[src/verilog/fpuPkg.sv]
/*
 double-precision format constants for the multiplier
 and the rounding-mode encoding written through the control register
*/
`default_nettype none

package fpuPkg;

	// binary64 field widths
	localparam int expWidth = 11;
	localparam int fracWidth = 52;

	// exponent bias and the all-ones field
	localparam int expBias = 1023;
	localparam int expMax = 2047;

	// full 53x53 significand product
	localparam int productWidth = 106;

	// signed exponent sum, wide enough for 2*2047-1023 and for negatives
	localparam int expSumWidth = 13;

	// rounding modes, unknown codes fall back to nearest
	typedef enum logic [2:0]
	{
		rmNearest = 3'd0,
		rmTowardZero = 3'd1,
		rmUp = 3'd2,
		rmDown = 3'd3,
		rmOdd = 3'd4
	} roundMode_t;

endpackage

`default_nettype wire

[src/verilog/fpuMulSignExp.sv]
/*
 sign and exponent side of the multiplier
 forms the product sign, biased exponent sum and zero flag,
 then delays them with the mode to line up with the mantissa path
*/
`timescale 1ns/100ps
`default_nettype none

module fpuMulSignExp
(
	input logic clock,
	input logic reset,
	input logic launch,
	input logic signA,
	input logic signB,
	input logic [fpuPkg::expWidth-1:0] expA,
	input logic [fpuPkg::expWidth-1:0] expB,
	input fpuPkg::roundMode_t roundMode,
	output logic valid,
	output logic sign,
	output logic signed [fpuPkg::expSumWidth-1:0] expSum,
	output logic zeroIn,
	output fpuPkg::roundMode_t mode
);

	import fpuPkg::*;

	localparam int depth = 3;

	// stage 0 is the first register, depth-1 drives the outputs
	logic validPipe [depth];
	logic signPipe [depth];
	logic signed [expSumWidth-1:0] expPipe [depth];
	logic zeroPipe [depth];
	roundMode_t modePipe [depth];

	logic signed [expSumWidth-1:0] expBiased;

	// zero-extend both fields before removing the bias
	assign expBiased = $signed({2'b00, expA}) + $signed({2'b00, expB})
		- $signed(expSumWidth'(expBias));

	// valid bits are control state
	always_ff @(posedge clock)
	begin
		if (reset)
		begin
			for (int i = 0; i < depth; i++)
				validPipe[i] <= 1'b0;
		end
		else
		begin
			validPipe[0] <= launch;
			for (int i = 1; i < depth; i++)
				validPipe[i] <= validPipe[i-1];
		end
	end

	// payload just shifts along
	always_ff @(posedge clock)
	begin
		signPipe[0] <= signA ^ signB;
		expPipe[0] <= expBiased;
		// subnormals flush, so a zero field means a zero operand
		zeroPipe[0] <= (expA == '0) || (expB == '0);
		modePipe[0] <= roundMode;
		for (int i = 1; i < depth; i++)
		begin
			signPipe[i] <= signPipe[i-1];
			expPipe[i] <= expPipe[i-1];
			zeroPipe[i] <= zeroPipe[i-1];
			modePipe[i] <= modePipe[i-1];
		end
	end

	assign valid = validPipe[depth-1];
	assign sign = signPipe[depth-1];
	assign expSum = expPipe[depth-1];
	assign zeroIn = zeroPipe[depth-1];
	assign mode = modePipe[depth-1];

endmodule

`default_nettype wire

[config.mk]
export PLATFORM = sky130hd
export DESIGN_NAME = fpuMulSignExp
export DESIGN_NICKNAME = d
export VERILOG_FILES = /design/src/verilog/fpuPkg.sv /design/src/verilog/fpuMulSignExp.sv
export SDC_FILE = /design/constraint.sdc
export NUM_CORES = 1
export LEC_CHECK = 0
export BUFFER_PORTS_ARGS = -buffer_cell sky130_fd_sc_hd__clkbuf_2
export CAP_MARGIN = 25
export CORE_AREA = 10 10 74 92
export CTS_CLUSTER_DIAMETER = 80
export DETAILED_ROUTE_END_ITERATION = 10
export DIE_AREA = 0 0 84 102
export PLACE_DENSITY = 0.58
export RECOVER_POWER = 25
export SYNTH_ARGS = -nofsm -noshare
export SYNTH_HDL_FRONTEND = slang
export SYNTH_SLANG_ARGS = --single-unit
[constraint.sdc]
create_clock -name clock -period 2.9 [get_ports clock]
set_clock_uncertainty 0.2 [all_clocks]
set_input_delay 0.58 -clock clock [delete_from_list [all_inputs] [get_ports clock]]
set_output_delay 0.58 -clock clock [all_outputs]
set_load 0.01 [all_outputs]
# Word-level counts from Yosys, hierarchy flattened
# Memories as Yosys holds them, arrays and structs flattened.
# Cells that the tools add are included.
word_totals:
  input_bits: 30
  memories: 5
  output_inout_bits: 19
  reg_bits: 0
  word_cells: 20
  mem_bits_rw: 57
memory_table:
  columns: ["name", "depth", "word_bits", "rd", "rd_ports_with_merged_regs", "wr", "line_no", "source"]
  rows:
  - ["expPipe", 3, 13, 3, 0, 3, "fpuMulSignExp.sv:33", "logic signed [expSumWidth-1:0] expPipe [depth];"]
  - ["modePipe", 3, 3, 3, 0, 3, "fpuMulSignExp.sv:35", "roundMode_t modePipe [depth];"]
  - ["signPipe", 3, 1, 3, 0, 3, "fpuMulSignExp.sv:32", "logic signPipe [depth];"]
  - ["validPipe", 3, 1, 3, 0, 3, "fpuMulSignExp.sv:31", "logic validPipe [depth];"]
  - ["zeroPipe", 3, 1, 3, 0, 3, "fpuMulSignExp.sv:34", "logic zeroPipe [depth];"]
classes:
  reduce_logical: 3
  n_bitwise: 4
  mux: 6
  n_addsub: 2
op_table:
  columns: ["operator", "count"]
  rows:
  - ["11-bit logical NOT", 2]
  - ["12-bit by 10-bit subtractor with 13-bit output, second input constant", 1]
  - ["11-bit by 11-bit adder with 12-bit output", 1]
  - ["1-bit 2-to-1 mux", 6]
  - ["1-bit OR", 3]
  - ["1-bit logical OR", 1]
  - ["1-bit bitwise XOR", 1]

# Depth between registers and ports, before layout
depth:
  word_depth: 3
  mapped_depth: 9
  ltp_nobuf: 9

# Worst setup path before layout
# OpenSTA, ideal clock, no wires.
synth_path:
  kind: "in2reg"
  start: "input port expA[1] (netlist name)"
  end: "memory expPipe[0][7]"
  required_time_ns: 2.577
  cell_stages: 7
  arrival_ns: 2.187
  path_slack_ns: 0.389
  path_buffers: 0
  setup_ns: 0.123
  path_cell_list: "ha_1 > ha_1 > fa_1 > a211oi_2 > o21bai_1 > a21o_1 > xor2_1"
synth_lines:
  columns: ["element", "line_no", "source"]
  rows:
  - ["start, declared", "fpuMulSignExp.sv:16", "input logic [fpuPkg::expWidth-1:0] expA,"]
  - ["end, declared", "fpuMulSignExp.sv:33", null]

==> results.sh <==
export IMPL_status="completed"
export IMPL_reg2reg_slack_ns=2.18
export IMPL_diodes=0
export IMPL_viasPerCell=4.476
export IMPL_start_util=0.3963
export IMPL_io_pins=49
export IMPL_grt_ovfl_total=0
export IMPL_hold_path_cell_count=0
export IMPL_layout_nets=260
export IMPL_die_h_um=102
export IMPL_track_usage=0.08071
export IMPL_worstSetupPathType="input port to register"
export IMPL_path_max_fanout=3
export IMPL_htreeDepth=3
export IMPL_cp_depth=8
export IMPL_gp_congestion=0.7728
export IMPL_ys_dominant_reg_cell="dfxtp_1"
export IMPL_dieWidth_um=84
export IMPL_fmax_mhz=412.8
export IMPL_coreArea_um2=5007
export IMPL_vdd_drop_max_uv=282.6
export IMPL_clock_sinks=57
export IMPL_drv_cap=0
export IMPL_clk_pin_slew_ns=0.06
export IMPL_final_cell_mix="57 x dfxtp_1, 48 x clkbuf_2, 21 x ha_1"
export IMPL_clkLatencyLatePin_ns=0.31
export IMPL_grt_pass1_vias=1256
export IMPL_finalHoldViolCount=0
export IMPL_avgSynthCellArea_um2=11.95
export IMPL_yosysWarningCount=0
export IMPL_postCtsSetupBuffers=0
export IMPL_synth_edf_count=0
export IMPL_r2r_cells=1
export IMPL_layout_commonest_cell="dfxtp_1"
export IMPL_std_cell_rows=29
export IMPL_cts_tree="built"
export IMPL_netlist_area_um2=1984
export IMPL_synth_distinct_cells=32
export IMPL_post_cts_resized=0
export IMPL_drt_iter0_drc=45
export IMPL_antenna_found_initial=0
export IMPL_rsz0062_at_grt="no"
export IMPL_power_leakage_nw=1.128
export IMPL_drv_slew=0
export IMPL_cp_top_family="adder cells"
export IMPL_tns_ns=0
export IMPL_fin_crit_ns=2.422
export IMPL_worstMarginPinSlew_ns=0.4067
export IMPL_drc=0
export IMPL_worst_setup_path_start_kind="input port"
export IMPL_wl_per_cell_um=11.79
export IMPL_area_growth_pct=19.61
export IMPL_r2r_end="validPipe[0][1]$_SDFF_PP0_"
export IMPL_synth_fp_nets=218
export IMPL_hpwl_um=2614
export IMPL_drive_gt1_frac=0.3239
export IMPL_vias=1231
export IMPL_final_cells=275
export IMPL_cp_data_arrival_time_ns=2.42
export IMPL_drtPass1Iterations=4
export IMPL_ys_seq_elements=57
export IMPL_critPathRequiredTime_ns=2.90
export IMPL_root_buffer="clkbuf_8"
export IMPL_async_reset_ff_frac=0
export IMPL_cp_end_kind="register"
export IMPL_portBuffers=48
export IMPL_netlist_instances=166
export IMPL_cp_cell_sequence="clkbuf_2 -> ha_1 -> ha_1 -> fa_1 -> a211oi_2 -> o21bai_1 -> a21o_1 -> xor2_1"
export IMPL_slowest_stage="fa_1"
export IMPL_timing_slew_headroom=0.7253
export IMPL_hold_class="register to register"
export IMPL_ys_seq_area_frac=0.5750
export IMPL_finalCritPeriodShare=0.8353
export IMPL_critPathBufInv=1
export IMPL_ctsHoldBuffers=0
export IMPL_cts_made_buffers=9
export IMPL_wl_um=3243
export IMPL_slowest_delay_ns=0.44
export IMPL_reg2reg_from="validPipe[0][0]$_SDFF_PP0_"
export IMPL_holdPathEnd="modePipe[0][8]$_DFF_P_"
export IMPL_dp_cells=259
export IMPL_setup_violations=0
export IMPL_grt_max_degree=11
export IMPL_cp_common_cell="ha_1"
export IMPL_grt_pass1_wl_um=5478
export IMPL_fp_dieArea_um2=8568
export IMPL_ant_nets=0
export IMPL_p_per_area_nw_per_um2=807.1
export IMPL_hold_start="modePipe[0][5]$_DFF_P_"
export IMPL_ctsLongestPathBuffers=2
power breakdown:
group | total (mW) | internal, mW | switching (mW)
Sequential | 0.955 | 0.927 | 0.0285
Clock | 0.698 | 0.417 | 0.282
Combinational | 0.262 | 0.120 | 0.142
synthesized netlist by cell type, types with 2 or more instances:
master,number,share of area
nor2b_1,3,0.0095
dfxtp_1,57,0.58
a21o_1,2,0.0076
ha_1,21,0.13
nand3_1,4,0.010
buf_4,16,0.061
nor3_1,2,0.0050
o21ai_0,2,0.0050
xnor2_1,5,0.022
a21oi_1,6,0.015
inv_1,7,0.013
nand2b_1,2,0.0063
nor2_1,7,0.013
a211oi_2,2,0.013
xor2_1,4,0.018
o211ai_1,2,0.0076
o21bai_1,2,0.0076
nand2_1,3,0.0057
nor4_1,4,0.013
o21ai_1,3,0.0076
kinds of logic (layout without fill, tap and decap cells):
family                   after synthesis  count (layout)  synth area share
flip-flops                            57              57            0.5750
AND/OR/NAND/NOR                       29              29           0.07567
AO/OA/AOI/OAI                         25              25           0.09079
buffers and inverters                 24              71           0.07629
XOR/XNOR                               9               9           0.03972
adder cells (fa/ha/maj)               22              22            0.1425
state kept, by name (all words and copies together), names as in the netlist:
signal	cells
modePipe	9
validPipe	3
zeroPipe	3
expPipe	39
signPipe	3
metrics by stage:
step | total power, mW | worst slack, ns | hold slack (ns) | cell area (um^2) | util
CTS | 1.954 | 0.4857 | 0.1256 | 2374 | 0.4740
finish | 1.916 | 0.4776 | 0.1205 | 2374 | 0.4740
global placement | 1.235 | 0.1752 | 0.1099 | 2177 | 0.4348
floorplan | 1.190 | 0.3892 | 0.1096 | 1984 | -
detailed placement | 1.241 | 0.1522 | 0.1121 | 2177 | 0.4348
global route | 2.026 | 0.4196 | 0.1281 | 2374 | 0.4740
metal layers:
layer / part of all wire / vias up / wire length (um) / GRT usage
met5: 0 / - / 0 / 0
met4: 0.014 / 0 / 47 / 0.05419
met3: 0.066 / 2 / 215 / 0.03981
met2: 0.45 / 44 / 1456 / 0.1205
met1: 0.47 / 543 / 1523 / 0.08947
li1: - / 642 / - / -
worst max-delay path by stage:
stage / startpoint / endpoint / slack, ns
detailed placement: expA[1] / expPipe[0][7]$_DFF_P_ / 0.15
global route: expA[1] / expPipe[0][7]$_DFF_P_ / 0.42
CTS: expA[1] / expPipe[0][7]$_DFF_P_ / 0.49
floorplan: expA[1] / expPipe[0][7]$_DFF_P_ / 0.39
global placement: expA[1] / expPipe[0][7]$_DFF_P_ / 0.18
finish: expA[1] / expPipe[0][7]$_DFF_P_ / 0.48
cell type report:
class	instances	area [um^2]
inverter	7	26.28
fill	484	2634
clock inverter	5	55.05
clock buffer	11	141.4
tap	62	77.57
timing repair buffer	48	240.2
sequential	57	1141
multi-input combinational	85	691.9
Power figures use the tool's default switching activity.
