**src/verilog/fpuPkg.sv**
```systemverilog
/*
 double-precision format constants for the multiplier
 and the rounding-mode encoding written through the control register
*/
`default_nettype none

package fpuPkg;

	// binary64 field widths
	localparam int expWidth = 11;
	localparam int fracWidth = 52;

	// exponent bias and the all-ones field
	localparam int expBias = 1023;
	localparam int expMax = 2047;

	// full 53x53 significand product
	localparam int productWidth = 106;

	// signed exponent sum, wide enough for 2*2047-1023 and for negatives
	localparam int expSumWidth = 13;

	// rounding modes, unknown codes fall back to nearest
	typedef enum logic [2:0]
	{
		rmNearest = 3'd0,
		rmTowardZero = 3'd1,
		rmUp = 3'd2,
		rmDown = 3'd3,
		rmOdd = 3'd4
	} roundMode_t;

endpackage

`default_nettype wire

```
**src/verilog/busPkg.sv**
```systemverilog
/*
 wishbone slave widths, the word register map
 and the status register bit layout
*/
`default_nettype none

package busPkg;

	// word address and data widths
	localparam int wbAddrWidth = 3;
	localparam int wbDataWidth = 32;

	// register map, one 32-bit word each
	typedef enum logic [wbAddrWidth-1:0]
	{
		regOpALo = 3'd0,
		regOpAHi = 3'd1,
		regOpBLo = 3'd2,
		regOpBHi = 3'd3,
		regControl = 3'd4,
		regStatus = 3'd5,
		regResultLo = 3'd6,
		regResultHi = 3'd7
	} regAddr_t;

	// status word bits
	localparam int statusBusyBit = 0;
	localparam int statusDoneBit = 1;
	localparam int statusInexactBit = 2;

endpackage

`default_nettype wire

```
**src/verilog/fpuMulRegs.sv**
```systemverilog
/*
 wishbone classic slave for the multiplier
 operand, control, status and result registers,
 one-cycle ack and a launch pulse on every control write
*/
`timescale 1ns/100ps
`default_nettype none

module fpuMulRegs
(
	input logic clock,
	input logic reset,
	input logic cyc,
	input logic stb,
	input logic we,
	input busPkg::regAddr_t adr,
	input logic [busPkg::wbDataWidth-1:0] datIn,
	output logic [busPkg::wbDataWidth-1:0] datOut,
	output logic ack,
	output logic [63:0] opA,
	output logic [63:0] opB,
	output fpuPkg::roundMode_t roundMode,
	output logic launch,
	input logic [63:0] result,
	input logic inexact,
	input logic resultValid
);

	import busPkg::*;
	import fpuPkg::*;

	logic accept;
	logic busWrite;
	logic ctrlWrite;
	logic busy;
	logic done;
	// up to four in flight fits in three bits
	logic [2:0] pending;
	logic [63:0] resultReg;
	logic inexactReg;
	logic [wbDataWidth-1:0] statusWord;
	logic [wbDataWidth-1:0] readData;

	// new cycle only while ack is low
	assign accept = cyc && stb && !ack;
	assign busWrite = accept && we;
	assign ctrlWrite = busWrite && (adr == regControl);
	assign busy = (pending != 3'd0);

	always_comb
	begin
		statusWord = '0;
		statusWord[statusBusyBit] = busy;
		statusWord[statusDoneBit] = done;
		statusWord[statusInexactBit] = inexactReg;
	end

	// read mux
	always_comb
	begin
		case (adr)
			regOpALo: readData = opA[31:0];
			regOpAHi: readData = opA[63:32];
			regOpBLo: readData = opB[31:0];
			regOpBHi: readData = opB[63:32];
			regControl: readData = {{(wbDataWidth-3){1'b0}}, roundMode};
			regStatus: readData = statusWord;
			regResultLo: readData = resultReg[31:0];
			default: readData = resultReg[63:32];
		endcase
	end

	// bus side, ack and read data land on the same edge
	always_ff @(posedge clock)
	begin
		if (reset)
		begin
			ack <= 1'b0;
			datOut <= '0;
			launch <= 1'b0;
			opA <= '0;
			opB <= '0;
			roundMode <= rmNearest;
		end
		else
		begin
			ack <= accept;
			launch <= ctrlWrite;
			if (accept)
				datOut <= readData;
			if (busWrite)
			begin
				case (adr)
					regOpALo: opA[31:0] <= datIn;
					regOpAHi: opA[63:32] <= datIn;
					regOpBLo: opB[31:0] <= datIn;
					regOpBHi: opB[63:32] <= datIn;
					regControl: roundMode <= roundMode_t'(datIn[2:0]);
					// status and result are read only
					default: ;
				endcase
			end
		end
	end

	// outstanding launches, done and the latched result
	always_ff @(posedge clock)
	begin
		if (reset)
		begin
			pending <= 3'd0;
			done <= 1'b0;
			resultReg <= '0;
			inexactReg <= 1'b0;
		end
		else
		begin
			if (ctrlWrite && !resultValid)
				pending <= pending + 3'd1;
			else if (!ctrlWrite && resultValid)
				pending <= pending - 3'd1;

			// results come back in launch order
			if (resultValid)
			begin
				resultReg <= result;
				inexactReg <= inexact;
			end

			// done only once the newest launch has returned
			if (ctrlWrite)
				done <= 1'b0;
			else if (resultValid && (pending == 3'd1))
				done <= 1'b1;
		end
	end

endmodule

`default_nettype wire

```
**config.mk**
```make
export PLATFORM = sky130hd
export DESIGN_NAME = fpuMulRegs
export DESIGN_NICKNAME = d
export VERILOG_FILES = /design/src/verilog/fpuPkg.sv /design/src/verilog/busPkg.sv /design/src/verilog/fpuMulRegs.sv
export SDC_FILE = /design/constraint.sdc
export NUM_CORES = 1
export LEC_CHECK = 0
export ABC_AREA = 1
export BUFFER_PORTS_ARGS = -buffer_cell sky130_fd_sc_hd__buf_2
export CAP_MARGIN = 20
export CORE_ASPECT_RATIO = 1.4
export CORE_MARGIN = 4
export CORE_UTILIZATION = 53
export CTS_BUF_LIST = sky130_fd_sc_hd__clkbuf_16
export CTS_CLUSTER_SIZE = 28
export DETAILED_ROUTE_END_ITERATION = 10
export GPL_TIMING_DRIVEN = 0
export PLACE_DENSITY = 0.81
export SLEW_MARGIN = 20
export SYNTH_ARGS = -nofsm -noshare
export SYNTH_HDL_FRONTEND = slang
export SYNTH_SLANG_ARGS = --single-unit
```
**constraint.sdc**
```tcl
create_clock -name clock -period 2.3 [get_ports clock]
set_input_delay 0.115 -clock clock [delete_from_list [all_inputs] [get_ports clock]]
set_output_delay 0.115 -clock clock [all_outputs]
set_load 0.01 [all_outputs]
```
-- Word-level counts from Yosys, hierarchy flattened
Cells that the tools add are included.
- register bits after elaboration: 234
- $add $sub $neg: 2
- eq/ne operators: 7
- mux-type cells: 3
- reductions and logical operators: 19
- operators by type and width (operator ; count):
    $pmux 32 s7 ; 1
    $reduce_and 2->1 ; 5
    $eq 3x3->1 const B ; 3
    $logic_and 1x1->1 ; 7
    $eq 3x1->1 const B ; 2
    $eq 3x2->1 const B ; 2
    $mux 3 ; 2
    $add 3x1->3 const B ; 1
    $logic_not 1->1 ; 3
    $logic_not 3->1 ; 1
    $reduce_bool 3->1 ; 1
    $sub 3x1->3 const B ; 1
    $reduce_bool 2->1 ; 1
    $reduce_or 2->1 ; 1

-- Logic depth before layout (Yosys ltp)
- depth after elaboration: 8
- depth in mapped cells: 12
- mapped depth without buffers: 12

-- Least setup slack after synthesis
OpenSTA, ideal clock, no wires.
- path type: register to register
- start: register ack
- end: register pending[2]
- library setup time: 122 ps
- arrival: 1585 ps
- data required time: 2178 ps
- setup slack: 593 ps
- stages on the path, launching flop included: 11
- cell sequence: dfxtp_1 nor2_2 nand2_1 inv_2 nand3_1 inv_2 ha_1 nor2_1 o21ai_0 o21ai_0 a21oi_1
- longest elaborated chain between the ends: 7
- ends and longest elaborated chain (what ; line ; text):
    start: declaration ; fpuMulRegs.sv:19 ; output logic ack,
    start signal: assignment ; fpuMulRegs.sv:87 ; ack <= accept;
    $logic_not 1->1 * ; fpuMulRegs.sv:45 ; assign accept = cyc && stb && !ack;
    $logic_and 1x1->1 * ; fpuMulRegs.sv:45 ;
    $logic_and 1x1->1 * ; fpuMulRegs.sv:46 ; assign busWrite = accept && we;
    $logic_and 1x1->1 * ; fpuMulRegs.sv:47 ; assign ctrlWrite = busWrite && (adr == regControl);
    named net ctrlWrite ; fpuMulRegs.sv:34 ; logic ctrlWrite;
    $logic_not 1->1 ; fpuMulRegs.sv:120 ; else if (!ctrlWrite && resultValid)
    $logic_and 1x1->1 ; fpuMulRegs.sv:120 ;
    $reduce_bool 2->1 (no source line) ; -- ;
    end signal: assignment ; fpuMulRegs.sv:119 ; pending <= pending + 3'd1;
    end signal: assignment ; fpuMulRegs.sv:121 ; pending <= pending - 3'd1;
    end: declaration ; fpuMulRegs.sv:38 ; logic [2:0] pending;
Mark *: on every way through the listed nets, which the timed path passes. The rest lies on a longest branch.
A chain may end at the register's enable or synchronous reset.

-- Final worst setup path
Ends and elaborated chain as after synthesis.

==> flow_summary_export.csv <==
group,metric,value,unit
routing,drc,0,
timing,skew,17.9,ps
die,dieArea,21000,sq um
synth,ys_types,19,
setup_path,r2r_end,"pending[2]",
power_and_ir_drop,netSwitchingFraction,25.4,%
global_routing,grt-ovfl-total,0,
timing,slew-limit-headroom,50.7,%
power_and_ir_drop,power_frac_comb,11.0,%
setup_path,worstPathRequired,2700,ps
timing,final.min_clock_period,2180,ps
timing,fin_ws,124,ps
placement,numPortBuffers,267,
setup_path,regToRegSetupSlack,120,ps
synth,synth_nets,1521,
routing,postRouteAntennaNets,0,
setup_path,end_kind,"flip-flop",
die,core,18100,sq um
power_and_ir_drop,powerDensity,677,nW/um^2
routing,avgRoutedWirePerCell,19.5,um
die,die_w,124,um
min_path,hp-class,"input pin to flip-flop",
timing,slew_violations,0,
routing,first_iter_violations,1432,
placement,routabilityCongestion,0.962,
clock_network,htreeDepth,1,
synth,ys_warn_count,0,
setup_path,r2r-start,"ack",
power_and_ir_drop,intPower,0.00669,W
routing,first_pass_iters,9,
synth,ys_seq_area_share,47.2,%
clock_network,cts-resized-gates,0,
clock_network,clockRootBuffer,"clkbuf_16",
global_routing,grt_max_degree,16,
clock_network,insertion_delay,520,ps
job,maxCapViolations,0,
die,dieHeight,170,um
setup_path,reg2reg_depth,10,
synth,syn_area_per_cell,7.03,sq um
setup_path,arrival,2580,ps
die,start_util,54.6,%
clock_network,cts_sinks,234,
setup_path,start_kind,"flip-flop",
setup_path,crit_type,"flip-flop to flip-flop",
global_routing,track_usage,36.9,%
setup_path,crit_start,"ack",
setup_path,cp-endpoint,"pending[2]",
timing,fin_setup_tns,0,ps
status,outcome,"complete, no violations",
synth,synth_area_leaders,"dfxtp_1 47%, nor2_1 12%, o21ai_0 7.7%, a21oi_1 7.3%, nand2_1 6.9%",
power_and_ir_drop,p_switching,0.00227,W
synth,synthesis.area,9910,sq um
cells_and_area,drive_above_1_share,19.3,%
cells_and_area,area_growth,33.6,%
timing,hold_viol_final,0,
clock_network,cts_tree,"done",
die,ios,271,
power_and_ir_drop,ir_worst_vdd,514,uV
timing,final-setup-viol-count,0,
setup_path,path_cells,"nor2_2, nand2_1, inv_2, nand3_1, inv_2, ha_1, nor2_1, o21ai_0, o21ai_0, a21oi_1",
power_and_ir_drop,seqPwrFrac,47.4,%
synth,synth_seq_cells,234,
cells_and_area,diodes,0,
synth,netlist_instances,1410,
timing,period_share,94.6,%
placement,dp_hpwl,28.9,mm
synth,yosys.area.top_type,"dfxtp_1",
global_routing,grt_pass1_wl,60.4,mm
timing,fmaxAchievable,460,MHz
setup_path,critPathSlowestCell,"dfxtp_1",
power_and_ir_drop,p_clk_share,41.5,%
clock_network,clock_path_buffers,3,
routing,finalWirelength,40.0,mm
routing,routed_via_density,5.72,
clock_network,cts_buffers,22,
setup_path,slowest_delay,320,ps
placement,dpl_worst_slack,32.3,ps
global_routing,grt_pass1_vias,11300,
synth,synth_top_area_share,47.2,%
routing,via_count,11700,
cells_and_area,final_nets,1909,
power_and_ir_drop,power.total,0.00896,W
power_and_ir_drop,p_leak,6.40,nW
die,rows,58,
global_routing,antenna_found_initial,0,
clock_network,clkTransAtPathRegs,70,ps
timing,grt_setup_unrepaired,"false",
timing,tightest_slew,739,ps
setup_path,critPathMaxFanout,5,
## registers in the layout, summed over array words and instances (netlist names)
signal / count
opA: 64
opB: 64
resultReg: 64
datOut: 32
pending: 3
roundMode: 3
ack: 1
done: 1
inexactReg: 1
launch: 1
## repair_timing
item | 4_1_cts | 5_1_grt
hold endpoints to repair | 192 | 0
buffers inserted | 0 | 0
hold buffers | 97 | 0
## power by group through the flow
stage	clock (W)	sequential, W	combinational (W)
2_1_floorplan	0	0.00434	0.000435
3_3_place_gp	0	0.00433	0.000799
3_5_place_dp	0	0.00434	0.000815
4_1_cts	0.00372	0.00425	0.000950
5_1_grt	0.00388	0.00426	0.00106
6_report	0.00372	0.00425	0.000988
## Yosys cell counts
cell type	number
nand3_1	44
buf_2	37
a21oi_1	145
ha_1	5
nand4_1	82
inv_2	11
dfxtp_1	234
buf_1	10
xnor2_1	1
nor2_4	2
nor3_1	1
a211oi_1	1
nor2_2	2
o21ai_1	50
nor2_1	326
clkbuf_1	67
o21ai_0	153
nand2_1	183
inv_1	56
## placed cells by master, fill, tap and decap left out, types with 2 or more instances in the layout
| master | instances |
|---|---|
| o21ai_0 | 153 |
| clkinv_1 | 5 |
| inv_1 | 58 |
| bufinv_16 | 3 |
| nand4_1 | 82 |
| buf_1 | 10 |
| buf_2 | 304 |
| clkbuf_16 | 23 |
| dfxtp_1 | 234 |
| nor2_4 | 2 |
| nor2_2 | 2 |
| clkbuf_1 | 67 |
| clkinv_2 | 4 |
| dlygate4sd3_1 | 97 |
| nand2_1 | 183 |
| ha_1 | 5 |
| a21oi_1 | 145 |
| nor2_1 | 326 |
| inv_2 | 11 |
| nand3_1 | 44 |
| o21ai_1 | 50 |
## stage by stage
step                      cells  utilization, %  instance area, sq um  hold slack (ps)
after floorplan            1410               -                  9910              250
after global placement     1917            63.7                 11600              340
after detailed placement   1917            63.7                 11600              347
after CTS                  2052            73.0                 13200             31.7
after global routing       2052            73.0                 13200             98.5
final                      2052            73.0                 13200             59.7
## critical path: cells and delay by family (launching register included)
kind	cells	cell delay (ps)
compound gates	3	330
fa+ha+maj	1	290
buf+inv	2	290
flops	1	320
simple gates	4	820
## final cells by class
cell class	count	area, sq um
sequential	234	4680
tap	240	300
buffer	114	474
multi-input combinational	995	4500
clock buffer	23	576
timing repair buffer	364	2310
fill	1476	4900
clock inverter	15	145
inverter	67	251
## worst min path at each step
stage	endpoint	slack, ps	cells after the start	startpoint
6_report	datOut[2]	60	5	stb
5_1_grt	datOut[2]	100	5	stb
4_1_cts	done	30	2	reset
3_5_place_dp	resultReg[29]	350	3	result[29]
3_3_place_gp	resultReg[27]	340	3	result[27]
2_1_floorplan	inexactReg	250	2	inexact
## routing by layer
| metal | share of wire [%] | track usage (%) |
|---|---|---|
| met1 | 36 | 45.0 |
| met2 | 47 | 60.2 |
| met3 | 10 | 5.65 |
| met4 | 7.0 | 23.4 |
| met5 | 0 | 0 |
## kinds of logic after synthesis
kind of cell / synth area share, %
flops: 47.2
buf+inv: 7.32
fa+ha+maj: 0.631
simple gates: 27.1
compound gates: 17.6
xor+xnor: 0.0884
Note: power is estimated with default switching activity, not from simulation.
