### config.mk
export PLATFORM = sky130hd
export DESIGN_NAME = fpuMulRound
export DESIGN_NICKNAME = d
export VERILOG_FILES = /design/src/verilog/fpuPkg.sv /design/src/verilog/fpuMulRound.sv
export SDC_FILE = /design/constraint.sdc
export NUM_CORES = 1
export LEC_CHECK = 0
export BUFFER_PORTS_ARGS = -buffer_cell sky130_fd_sc_hd__buf_2
export CORE_MARGIN = 1
export CORE_UTILIZATION = 45
export DETAILED_ROUTE_END_ITERATION = 10
export PLACE_DENSITY = 0.76
export SYNTH_ARGS = -nofsm -noshare
export SYNTH_HDL_FRONTEND = slang
export SYNTH_SLANG_ARGS = --single-unit
### constraint.sdc
create_clock -name clock -period 6.1 [get_ports clock]
set_input_delay 0.61 -clock clock [delete_from_list [all_inputs] [get_ports clock]]
set_output_delay 0.61 -clock clock [all_outputs]
set_load 0.05 [all_outputs]
### src/verilog/fpuPkg.sv
/*
 double-precision format constants for the multiplier
 and the rounding-mode encoding written through the control register
*/
`default_nettype none

package fpuPkg;

	// binary64 field widths
	localparam int expWidth = 11;
	localparam int fracWidth = 52;

	// exponent bias and the all-ones field
	localparam int expBias = 1023;
	localparam int expMax = 2047;

	// full 53x53 significand product
	localparam int productWidth = 106;

	// signed exponent sum, wide enough for 2*2047-1023 and for negatives
	localparam int expSumWidth = 13;

	// rounding modes, unknown codes fall back to nearest
	typedef enum logic [2:0]
	{
		rmNearest = 3'd0,
		rmTowardZero = 3'd1,
		rmUp = 3'd2,
		rmDown = 3'd3,
		rmOdd = 3'd4
	} roundMode_t;

endpackage

`default_nettype wire

### src/verilog/fpuMulRound.sv
/*
 normalize, round and pack the multiplier result
 handles carry into the exponent, overflow to infinity
 and underflow to zero, one register stage
*/
`timescale 1ns/100ps
`default_nettype none

module fpuMulRound
(
	input logic clock,
	input logic reset,
	input logic valid,
	input logic sign,
	input logic signed [fpuPkg::expSumWidth-1:0] expSum,
	input logic zeroIn,
	input fpuPkg::roundMode_t mode,
	input logic [fpuPkg::productWidth-1:0] product,
	output logic [63:0] result,
	output logic inexact,
	output logic resultValid
);

	import fpuPkg::*;

	logic normShift;
	logic [fracWidth-1:0] keptFrac;
	logic guardBit;
	logic sticky;
	logic roundInc;
	logic [fracWidth:0] fracSum;
	logic carryOut;
	logic [fracWidth-1:0] fracOut;
	logic signed [expSumWidth:0] expNorm;
	logic signed [expSumWidth:0] expFinal;
	logic [63:0] packedResult;
	logic packedInexact;

	// product in [1,4), top bit picks the shift
	assign normShift = product[productWidth-1];

	always_comb
	begin
		if (normShift)
		begin
			keptFrac = product[104:53];
			guardBit = product[52];
			sticky = |product[52:0];
		end
		else
		begin
			keptFrac = product[103:52];
			guardBit = product[51];
			sticky = |product[51:0];
		end
	end

	// increment per mode
	always_comb
	begin
		case (mode)
			rmTowardZero: roundInc = 1'b0;
			rmUp: roundInc = sticky && !sign;
			rmDown: roundInc = sticky && sign;
			rmOdd: roundInc = 1'b0;
			// ties away, so the guard bit alone decides
			default: roundInc = guardBit;
		endcase
	end

	assign fracSum = {1'b0, keptFrac} + {{fracWidth{1'b0}}, roundInc};
	assign carryOut = fracSum[fracWidth];

	always_comb
	begin
		fracOut = fracSum[fracWidth-1:0];
		// round-to-odd sticks the lsb
		if ((mode == rmOdd) && sticky)
			fracOut[0] = 1'b1;
	end

	assign expNorm = expSum + $signed({{expSumWidth{1'b0}}, normShift});
	assign expFinal = expNorm + $signed({{expSumWidth{1'b0}}, carryOut});

	always_comb
	begin
		if (zeroIn)
		begin
			// flushed input, exact zero
			packedResult = '0;
			packedInexact = 1'b0;
		end
		else if (expFinal >= expMax)
		begin
			// overflow to infinity, keep the sign
			packedResult = {sign, expWidth'(expMax), {fracWidth{1'b0}}};
			packedInexact = 1'b1;
		end
		else if (expFinal <= 0)
		begin
			packedResult = '0;
			packedInexact = 1'b1;
		end
		else
		begin
			packedResult = {sign, expFinal[expWidth-1:0], fracOut};
			packedInexact = sticky;
		end
	end

	always_ff @(posedge clock)
	begin
		if (reset)
			resultValid <= 1'b0;
		else
			resultValid <= valid;
	end

	// payload registers
	always_ff @(posedge clock)
	begin
		result <= packedResult;
		inexact <= packedInexact;
	end

endmodule

`default_nettype wire

* Yosys cells after proc, flatten, opt, wreduce, memory -nomap -nowiden
Cells that the tools add are included.
Cells by class: order comparisons 2, add/subtract/negate cells 3, reduce and logical (&&, ||, !) cells 8, eq/ne operators 4, muxes and demuxes 9
Operators with widths (number):
- 64-bit two-way mux | 2
- 52-bit by 1-bit adder with 53-bit output | 1
- 53-bit OR reduction | 1
- 52-bit two-way mux | 1
- 52-bit OR reduction | 1
- 13-bit by 2-bit adder with 14-bit output | 1
- 14-bit by 2-bit adder with 14-bit output | 1
- 14-bit by 12-bit >= comparator with 1-bit output, second input constant | 1
- 14-bit by 1-bit less-or-equal comparator with 1-bit output, second input constant | 1
- 3-bit by 2-bit == test with 1-bit output, second input constant | 2
- 1-bit two-way mux | 5
- 3-bit by 1-bit == test with 1-bit output, second input constant | 1
- 3-bit == test, second input constant | 1
- 1-bit logical AND | 3
- 1-bit one-hot mux with 3 select lines | 1
- 3-bit OR reduction | 1
- 2-bit OR reduction | 1
- 1-bit logical NOT | 1
Storage, ports and cells: output and inout port bits 66, input bits 127, word-level logic and storage cells 30, flip-flop bits (word level) 66

* Longest topological paths before layout
Gate-level depths: netlist of the first run.
depth in word-level cells 9, depth in mapped cells 27, depth with buffers taken out 19

* Worst setup path before layout of the first run
OpenSTA, ideal clock, no wires.
path type in2reg, start point input product[105] in the netlist's numbering, end point register result[23], data required time 5.963 ns, arrival time 6.327 ns, setup slack -0.364 ns, path buffers 9, setup time 0.137 ns, stages 27, cell sequence buf_6 > buf_4 > buf_2 > clkbuf_1 > inv_1 > clkbuf_1 > a21boi_0 > o22ai_1 > ha_1 > ha_1 > nand3_2 > or4_1 > buf_4 > nor4_4 > nand4_1 > a2111oi_0 > fa_1 > ha_1 > and3_1 > clkbuf_1 > and4_1 > o21bai_1 > a2111oi_1 > or3_1 > buf_2 > buf_2 > a211oi_1
Between the ends: cells in the longest elaborated chain, start to end 7, elaborated cells on any way between the ends 12, those cells by class add/sub: 3; order compare: 2; mux: 4; reduce/logical: 3
Ends and longest elaborated chain:
- start: declaration | RTL line fpuMulRound.sv:18 | input logic [fpuPkg::productWidth-1:0] product,
- 1-bit two-way mux | RTL line fpuMulRound.sv:44 | if (normShift)
- 1-bit logical AND, on equally long branches | RTL line fpuMulRound.sv:64, fpuMulRound.sv:63
- 1-bit one-hot mux with 3 select lines | RTL line fpuMulRound.sv:61 | case (mode)
- 52-bit by 1-bit adder with 53-bit output | RTL line fpuMulRound.sv:71 | assign fracSum = {1'b0, keptFrac} + {{fracWidth{1'b0}}, roundInc};
- 14-bit by 2-bit adder with 14-bit output | RTL line fpuMulRound.sv:83 | assign expFinal = expNorm + $signed({{expSumWidth{1'b0}}, carryOut});
- 14-bit by 12-bit >= comparator with 1-bit output or 14-bit by 1-bit less-or-equal comparator with 1-bit output (tied branches) | RTL line fpuMulRound.sv:93, fpuMulRound.sv:99
- 3-bit OR reduction (no line)
- end signal: assignment | RTL line fpuMulRound.sv:122 | result <= packedResult;
- end: declaration | RTL line fpuMulRound.sv:19 | output logic [63:0] result,
Parallel ways exist; a longest one is shown, timed or not. A chain may end at the register's enable or synchronous reset.

* Worst setup path after layout of the first run
start point input product[105] in the netlist's numbering, end point register result[46]
The elaborated chain is that of the path after synthesis.

==> impl_metrics.ini, run 1 <==
[timing]
maxSlewViolCount = 0
setup_tns_ns = 0
relSlewSlack_pct = 13.9
period_needed_ns = 5.36
setup_ws_ns = 0.740
rsz0062_at_grt = false
fmaxAchievable_ghz = 0.187
hold_viol_final = 0
setup_viol = 0
min_period_over_period_pct = 87.9
worst_pin_slew_ns = 1.28

[power_and_ir_drop]
power_frac_comb_pct = 26.1
clkPwrFrac_pct = 35.9
power.switching_uw = 390
seq_power_share_pct = 38.0
cellLeakagePower_nw = 2.62
ir_worst_vdd_v = 0.000112
swShare_pct = 32.5
power.density_nw_per_um2 = 196
power.internal_uw = 811

[floorplanning]
fp-row-count = 37
fp.dieW_um = 106
ios = 193
die_h_um = 106
die_area_sq_um = 11200
start_util_pct = 46.7
core_sq_um = 10400

[placed_design]
routabilityCongestion = 0.973
post-place-cells = 915
portBuffers = 192
dp_hpwl_um = 11000
place_ws_ns = 0.357

[route]
route.detailed.drc = 0
first_pass_iters = 4
via_count = 5200
detail_route.wl_per_cell_um = 15.4
wirelength_um = 14300
ant_nets = 0
drt-initial-drc-count = 285
viasPerCell = 5.59

[clock_network]
h-tree-depth = 3
ctsHoldBuffers = 0
cts_buffers = 9
cts_num_sinks = 66
cts_tree = built
cts_root_buf = clkbuf_8
ctsResizeCount = 0
ctsLongestPathBuffers = 2
post-cts-setup-buffer-count = 0
path_clk_slew_ns = 0.07

[global_route]
grt_overflow_total = 0
grt_pass1_vias = 4933
antenna_found_initial = 0
grt_pass1_wl_um = 23300
grt_usage_pct = 25.9
grt_max_degree = 100

[logic_synthesis]
synth_edf_count = 0
yosysUniqueCellTypes = 59
synth_top_area_share_pct = 27.3
synth_cells = 618
synth_seq_cells = 66
syn_nets = 749
synthArstFlopShare_pct = 0
ys_top_cells_by_area = dfxtp_1 27%, xnor2_1 7.8%, mux2i_1 7.2%
synth.avg_cell_area_sq_um = 7.83
synth_flop_cell = dfxtp_1
ys.warnings.count = 0
synth-seq-area-share_pct = 27.3
synth.largest_area_cell = dfxtp_1
syn-cell-area_sq_um = 4840

[finish]
fin_nets = 921
final_common_cell = buf_2
fillCellCount = 989
antenna-diode-count = 0
final_cells = 931
area_growth_pct = 26.7
drive_gt1_share_pct = 30.4
final_cell_mix = 191 x buf_2, 72 x nor2_1, 66 x dfxtp_1

[min_path]
hold_class = in2reg

[critical_path]
slowest_delay_ns = 0.59
crit_type = in2reg
crit_chain = buf_4 > buf_12 > mux2_2 > ha_1 > nand3_2 > or4_1 > nor4_4 > nand4_1 > a2111oi_4 > fa_2 > ha_2 > nand3_2 > o31ai_1 > o21ai_1 > a311o_1 > or3_2 > buf_4 > nor3_1
worstSetupStartpointType = input pin
cp_max_fo = 99
required_ns = 6.37
cp.arrival_ns = 5.63
end_kind = register
crit_slowest_cell = or4_1

[status]
status = finished clean

[run]
cap_violations = 0
layer usage:
metal | track usage (%) | up-vias | part of all wire [%]
met5 | 0 | - | 0
met4 | 10.0 | 0 | 2.1
met3 | 5.32 | 22 | 6.1
met2 | 42.6 | 166 | 47
met1 | 33.1 | 2432 | 44
li1 | - | 2580 | -
synthesized netlist by cell type, types with 4 or more instances:
library cell / instances
nand3_1: 31
xnor2_1: 43
dfxtp_1: 66
nor2b_1: 4
buf_2: 12
and4_1: 6
nand2_1: 50
and2_1: 7
mux2_2: 8
o21a_1: 9
o21ai_0: 6
buf_1: 4
a21boi_0: 4
nand4_1: 25
and3_1: 9
xor2_1: 27
a211oi_1: 24
a21oi_1: 16
clkbuf_1: 18
mux2i_1: 35
nor4_1: 25
o211ai_1: 4
nor3_1: 41
inv_1: 14
nor2_1: 72
a31oi_1: 4
power groups by stage:
stage          sequential, mW  clock [mW]  combinational (mW)
6_report                0.456       0.432               0.313
5_1_grt                 0.457       0.457               0.338
4_1_cts                 0.456       0.438               0.312
3_5_place_dp            0.466           0               0.311
3_3_place_gp            0.466           0               0.306
2_1_floorplan           0.536           0               0.135
cell families (layout without fill, tap and decap cells):
logic type	count (synthesis)	in the layout	synth area share, %
simple gates	295	295	32.2
compound gates	84	84	12.2
xor+xnor	70	70	12.7
flops	66	66	27.3
buf+inv	55	232	5.12
mux	44	44	9.33
fa+ha+maj	4	4	1.19
state kept, by name (all words and copies together) (netlist names):
name         cells
result          64
inexact          1
resultValid      1
final cells by class:
| type | count | area, sq um | share of cell area, % |
|---|---|---|---|
| Clock inverter | 4 | 73.8 | 1.20 |
| Inverter | 14 | 52.6 | 0.857 |
| Tap cell | 136 | 170 | 2.78 |
| Timing Repair Buffer | 202 | 1050 | 17.1 |
| Multi-Input combinational cell | 497 | 3310 | 53.9 |
| Sequential cell | 66 | 1320 | 21.6 |
| Clock buffer | 12 | 155 | 2.53 |
final timing paths:
check	cells past startpoint	slack [ns]	end	from
hold / removal	2	0.41	resultValid	reset
setup / recovery	18	0.74	result[46]	product[105]
critical path, delay by kind of cell:
| kind | cells | cell delay [ns] |
|---|---|---|
| compound gates | 4 | 1.17 |
| buf+inv | 3 | 0.83 |
| fa+ha+maj | 3 | 0.77 |
| simple gates | 7 | 1.98 |
| mux | 1 | 0.25 |
through the flow:
stage	power, mW	hold WS [ns]	utilization, %	area, sq um
floorplan	0.672	0.679	-	4880
global placement	0.771	0.765	56.9	5900
detailed placement	0.776	0.771	56.9	5900
CTS	1.21	0.394	59.1	6130
global route	1.25	0.394	59.1	6130
finish	1.20	0.407	59.1	6130
Power figures use the tool's default switching activity.
==> run 2, diff against run 1 <==
CORE_UTILIZATION = 50   (was 45)
PLACE_DENSITY = 0.8   (was 0.76)
clock period = 5.8 ns   (was 6.1 ns; I/O delays follow)
==> run 2 against run 1 <==
- via count rose by 0.19%
- non-clock buffer count grew 1
- clock power down 18%
- final cell count is 0.64% lower
- critical path depth up 2
- critical path type unchanged
- largest power group unchanged
==> impl_metrics.ini, run 2 (same netlist as run 1, synthesis figures left out) <==
[power_and_ir_drop]
swShare_pct = 35.4
seq_power_share_pct = 41.1
clkPwrFrac_pct = 30.5
power_mw = 1.17
cellLeakagePower_nw = 2.59
power.density_nw_per_um2 = 192
power.internal_uw = 754
power_frac_comb_pct = 28.4
ir_worst_vdd_v = 0.000104
power.switching_uw = 413

[timing]
hold_viol_final = 0
maxSlewViolCount = 0
fmaxAchievable_ghz = 0.187
rsz0062_at_grt = false
period_needed_ns = 5.34
worst_pin_slew_ns = 1.20
setup_viol = 0
setup_tns_ns = 0
relSlewSlack_pct = 19.6
min_period_over_period_pct = 92.1

[critical_path]
worstSetupStartpointType = input pin
required_ns = 6.07
slowest_delay_ns = 0.58
crit_slowest_cell = or4_1
crit_chain = buf_4 > inv_2 > a21boi_0 > o22ai_1 > ha_2 > ha_2 > nand3_2 > or4_1 > nor4_4 > nand4_1 > a2111oi_4 > fa_2 > ha_4 > nand3_2 > o21ai_0 > a21boi_0 > a2111oi_2 > or3_2 > buf_4 > a211oi_1
end_kind = register
crit_type = in2reg
cp_max_fo = 36
cp.arrival_ns = 5.61

[clock_network]
cts_buffers = 9
h-tree-depth = 3
cts_num_sinks = 66
cts_root_buf = clkbuf_8
ctsHoldBuffers = 0
post-cts-setup-buffer-count = 0
path_clk_slew_ns = 0.08
cts_tree = built
ctsResizeCount = 0
ctsLongestPathBuffers = 2

[finish]
reg.largest.list = result x64, inexact x1, resultValid x1
fin_area_sq_um = 6090
final_common_cell = buf_2
final_cells = 925
final_cell_mix = 191 x buf_2, 72 x nor2_1, 66 x dfxtp_1
top_register = result
largest_register_ffs = 64
antenna-diode-count = 0
drive_gt1_share_pct = 30.9
fin_util_pct = 65.2
area_growth_pct = 25.7
fin_nets = 922

[min_path]
hold_class = in2reg
worstHoldPathCells = 2

[floorplanning]
core_sq_um = 9330
fp-row-count = 35
die_area_sq_um = 10100
start_util_pct = 51.9
fp.dieW_um = 100
die_h_um = 100
ios = 193

[route]
detail_route.wl_per_cell_um = 15.4
drt-initial-drc-count = 205
route.detailed.drc = 0
wirelength_um = 14200
viasPerCell = 5.63
ant_nets = 0
first_pass_iters = 4
via_count = 5210

[status]
status = finished clean

[placed_design]
portBuffers = 192
routabilityCongestion = 0.877
post-place-cells = 909
dp_hpwl_um = 10800
dpl_cell_area_sq_um = 5910

[global_route]
grt_pass1_wl_um = 22900
grt_usage_pct = 28.3
grt_pass1_vias = 4905
antenna_found_initial = 0
grt_max_degree = 100
grt_overflow_total = 0

[run]
cap_violations = 0
run 2: worst paths after layout:
path / from / to
worst min-delay path: reset / resultValid
worst max-delay path: product[105] / result[30]
run 2: routing by layer:
| metal | vias up | part of all wire [%] | track usage (%) |
|---|---|---|---|
| met5 | - | 0 | 0 |
| met4 | 0 | 1.6 | 11.1 |
| met3 | 21 | 6.0 | 4.39 |
| met2 | 196 | 48 | 46.6 |
| met1 | 2409 | 44 | 37.0 |
| li1 | 2584 | - | - |
run 2: layout make-up:
type	count	area (sq um)
multi-input cells	497	3320
fillers	832	3240
flip-flops and latches	66	1320
repair buffers	203	1060
well taps	129	161
clock buffers	11	141
inverters	14	52.6
clock inverters	5	30.0
run 2: stage by stage:
step	hold slack [ns]	setup slack [ns]
floorplan	0.649	0.000700
global placement	0.734	0.399
detailed placement	0.761	0.116
CTS	0.379	0.470
global route	0.375	0.109
finish	0.390	0.460
run 2: power by group through the flow:
stage	clock network (mW)	logic (mW)	registers, mW
6_report	0.356	0.331	0.479
2_1_floorplan	0	0.145	0.564
4_1_cts	0.359	0.330	0.480
3_5_place_dp	0	0.329	0.490
5_1_grt	0.375	0.357	0.481
3_3_place_gp	0	0.322	0.490
run 2: worst max-delay path, delay by kind of cell:
kind                       cells  cell delay (ns)
AOI/OAI and AO/OA              7             1.66
adders and majority gates      4             0.96
buffers and inverters          3             0.61
and+or+nand+nor                6             1.75
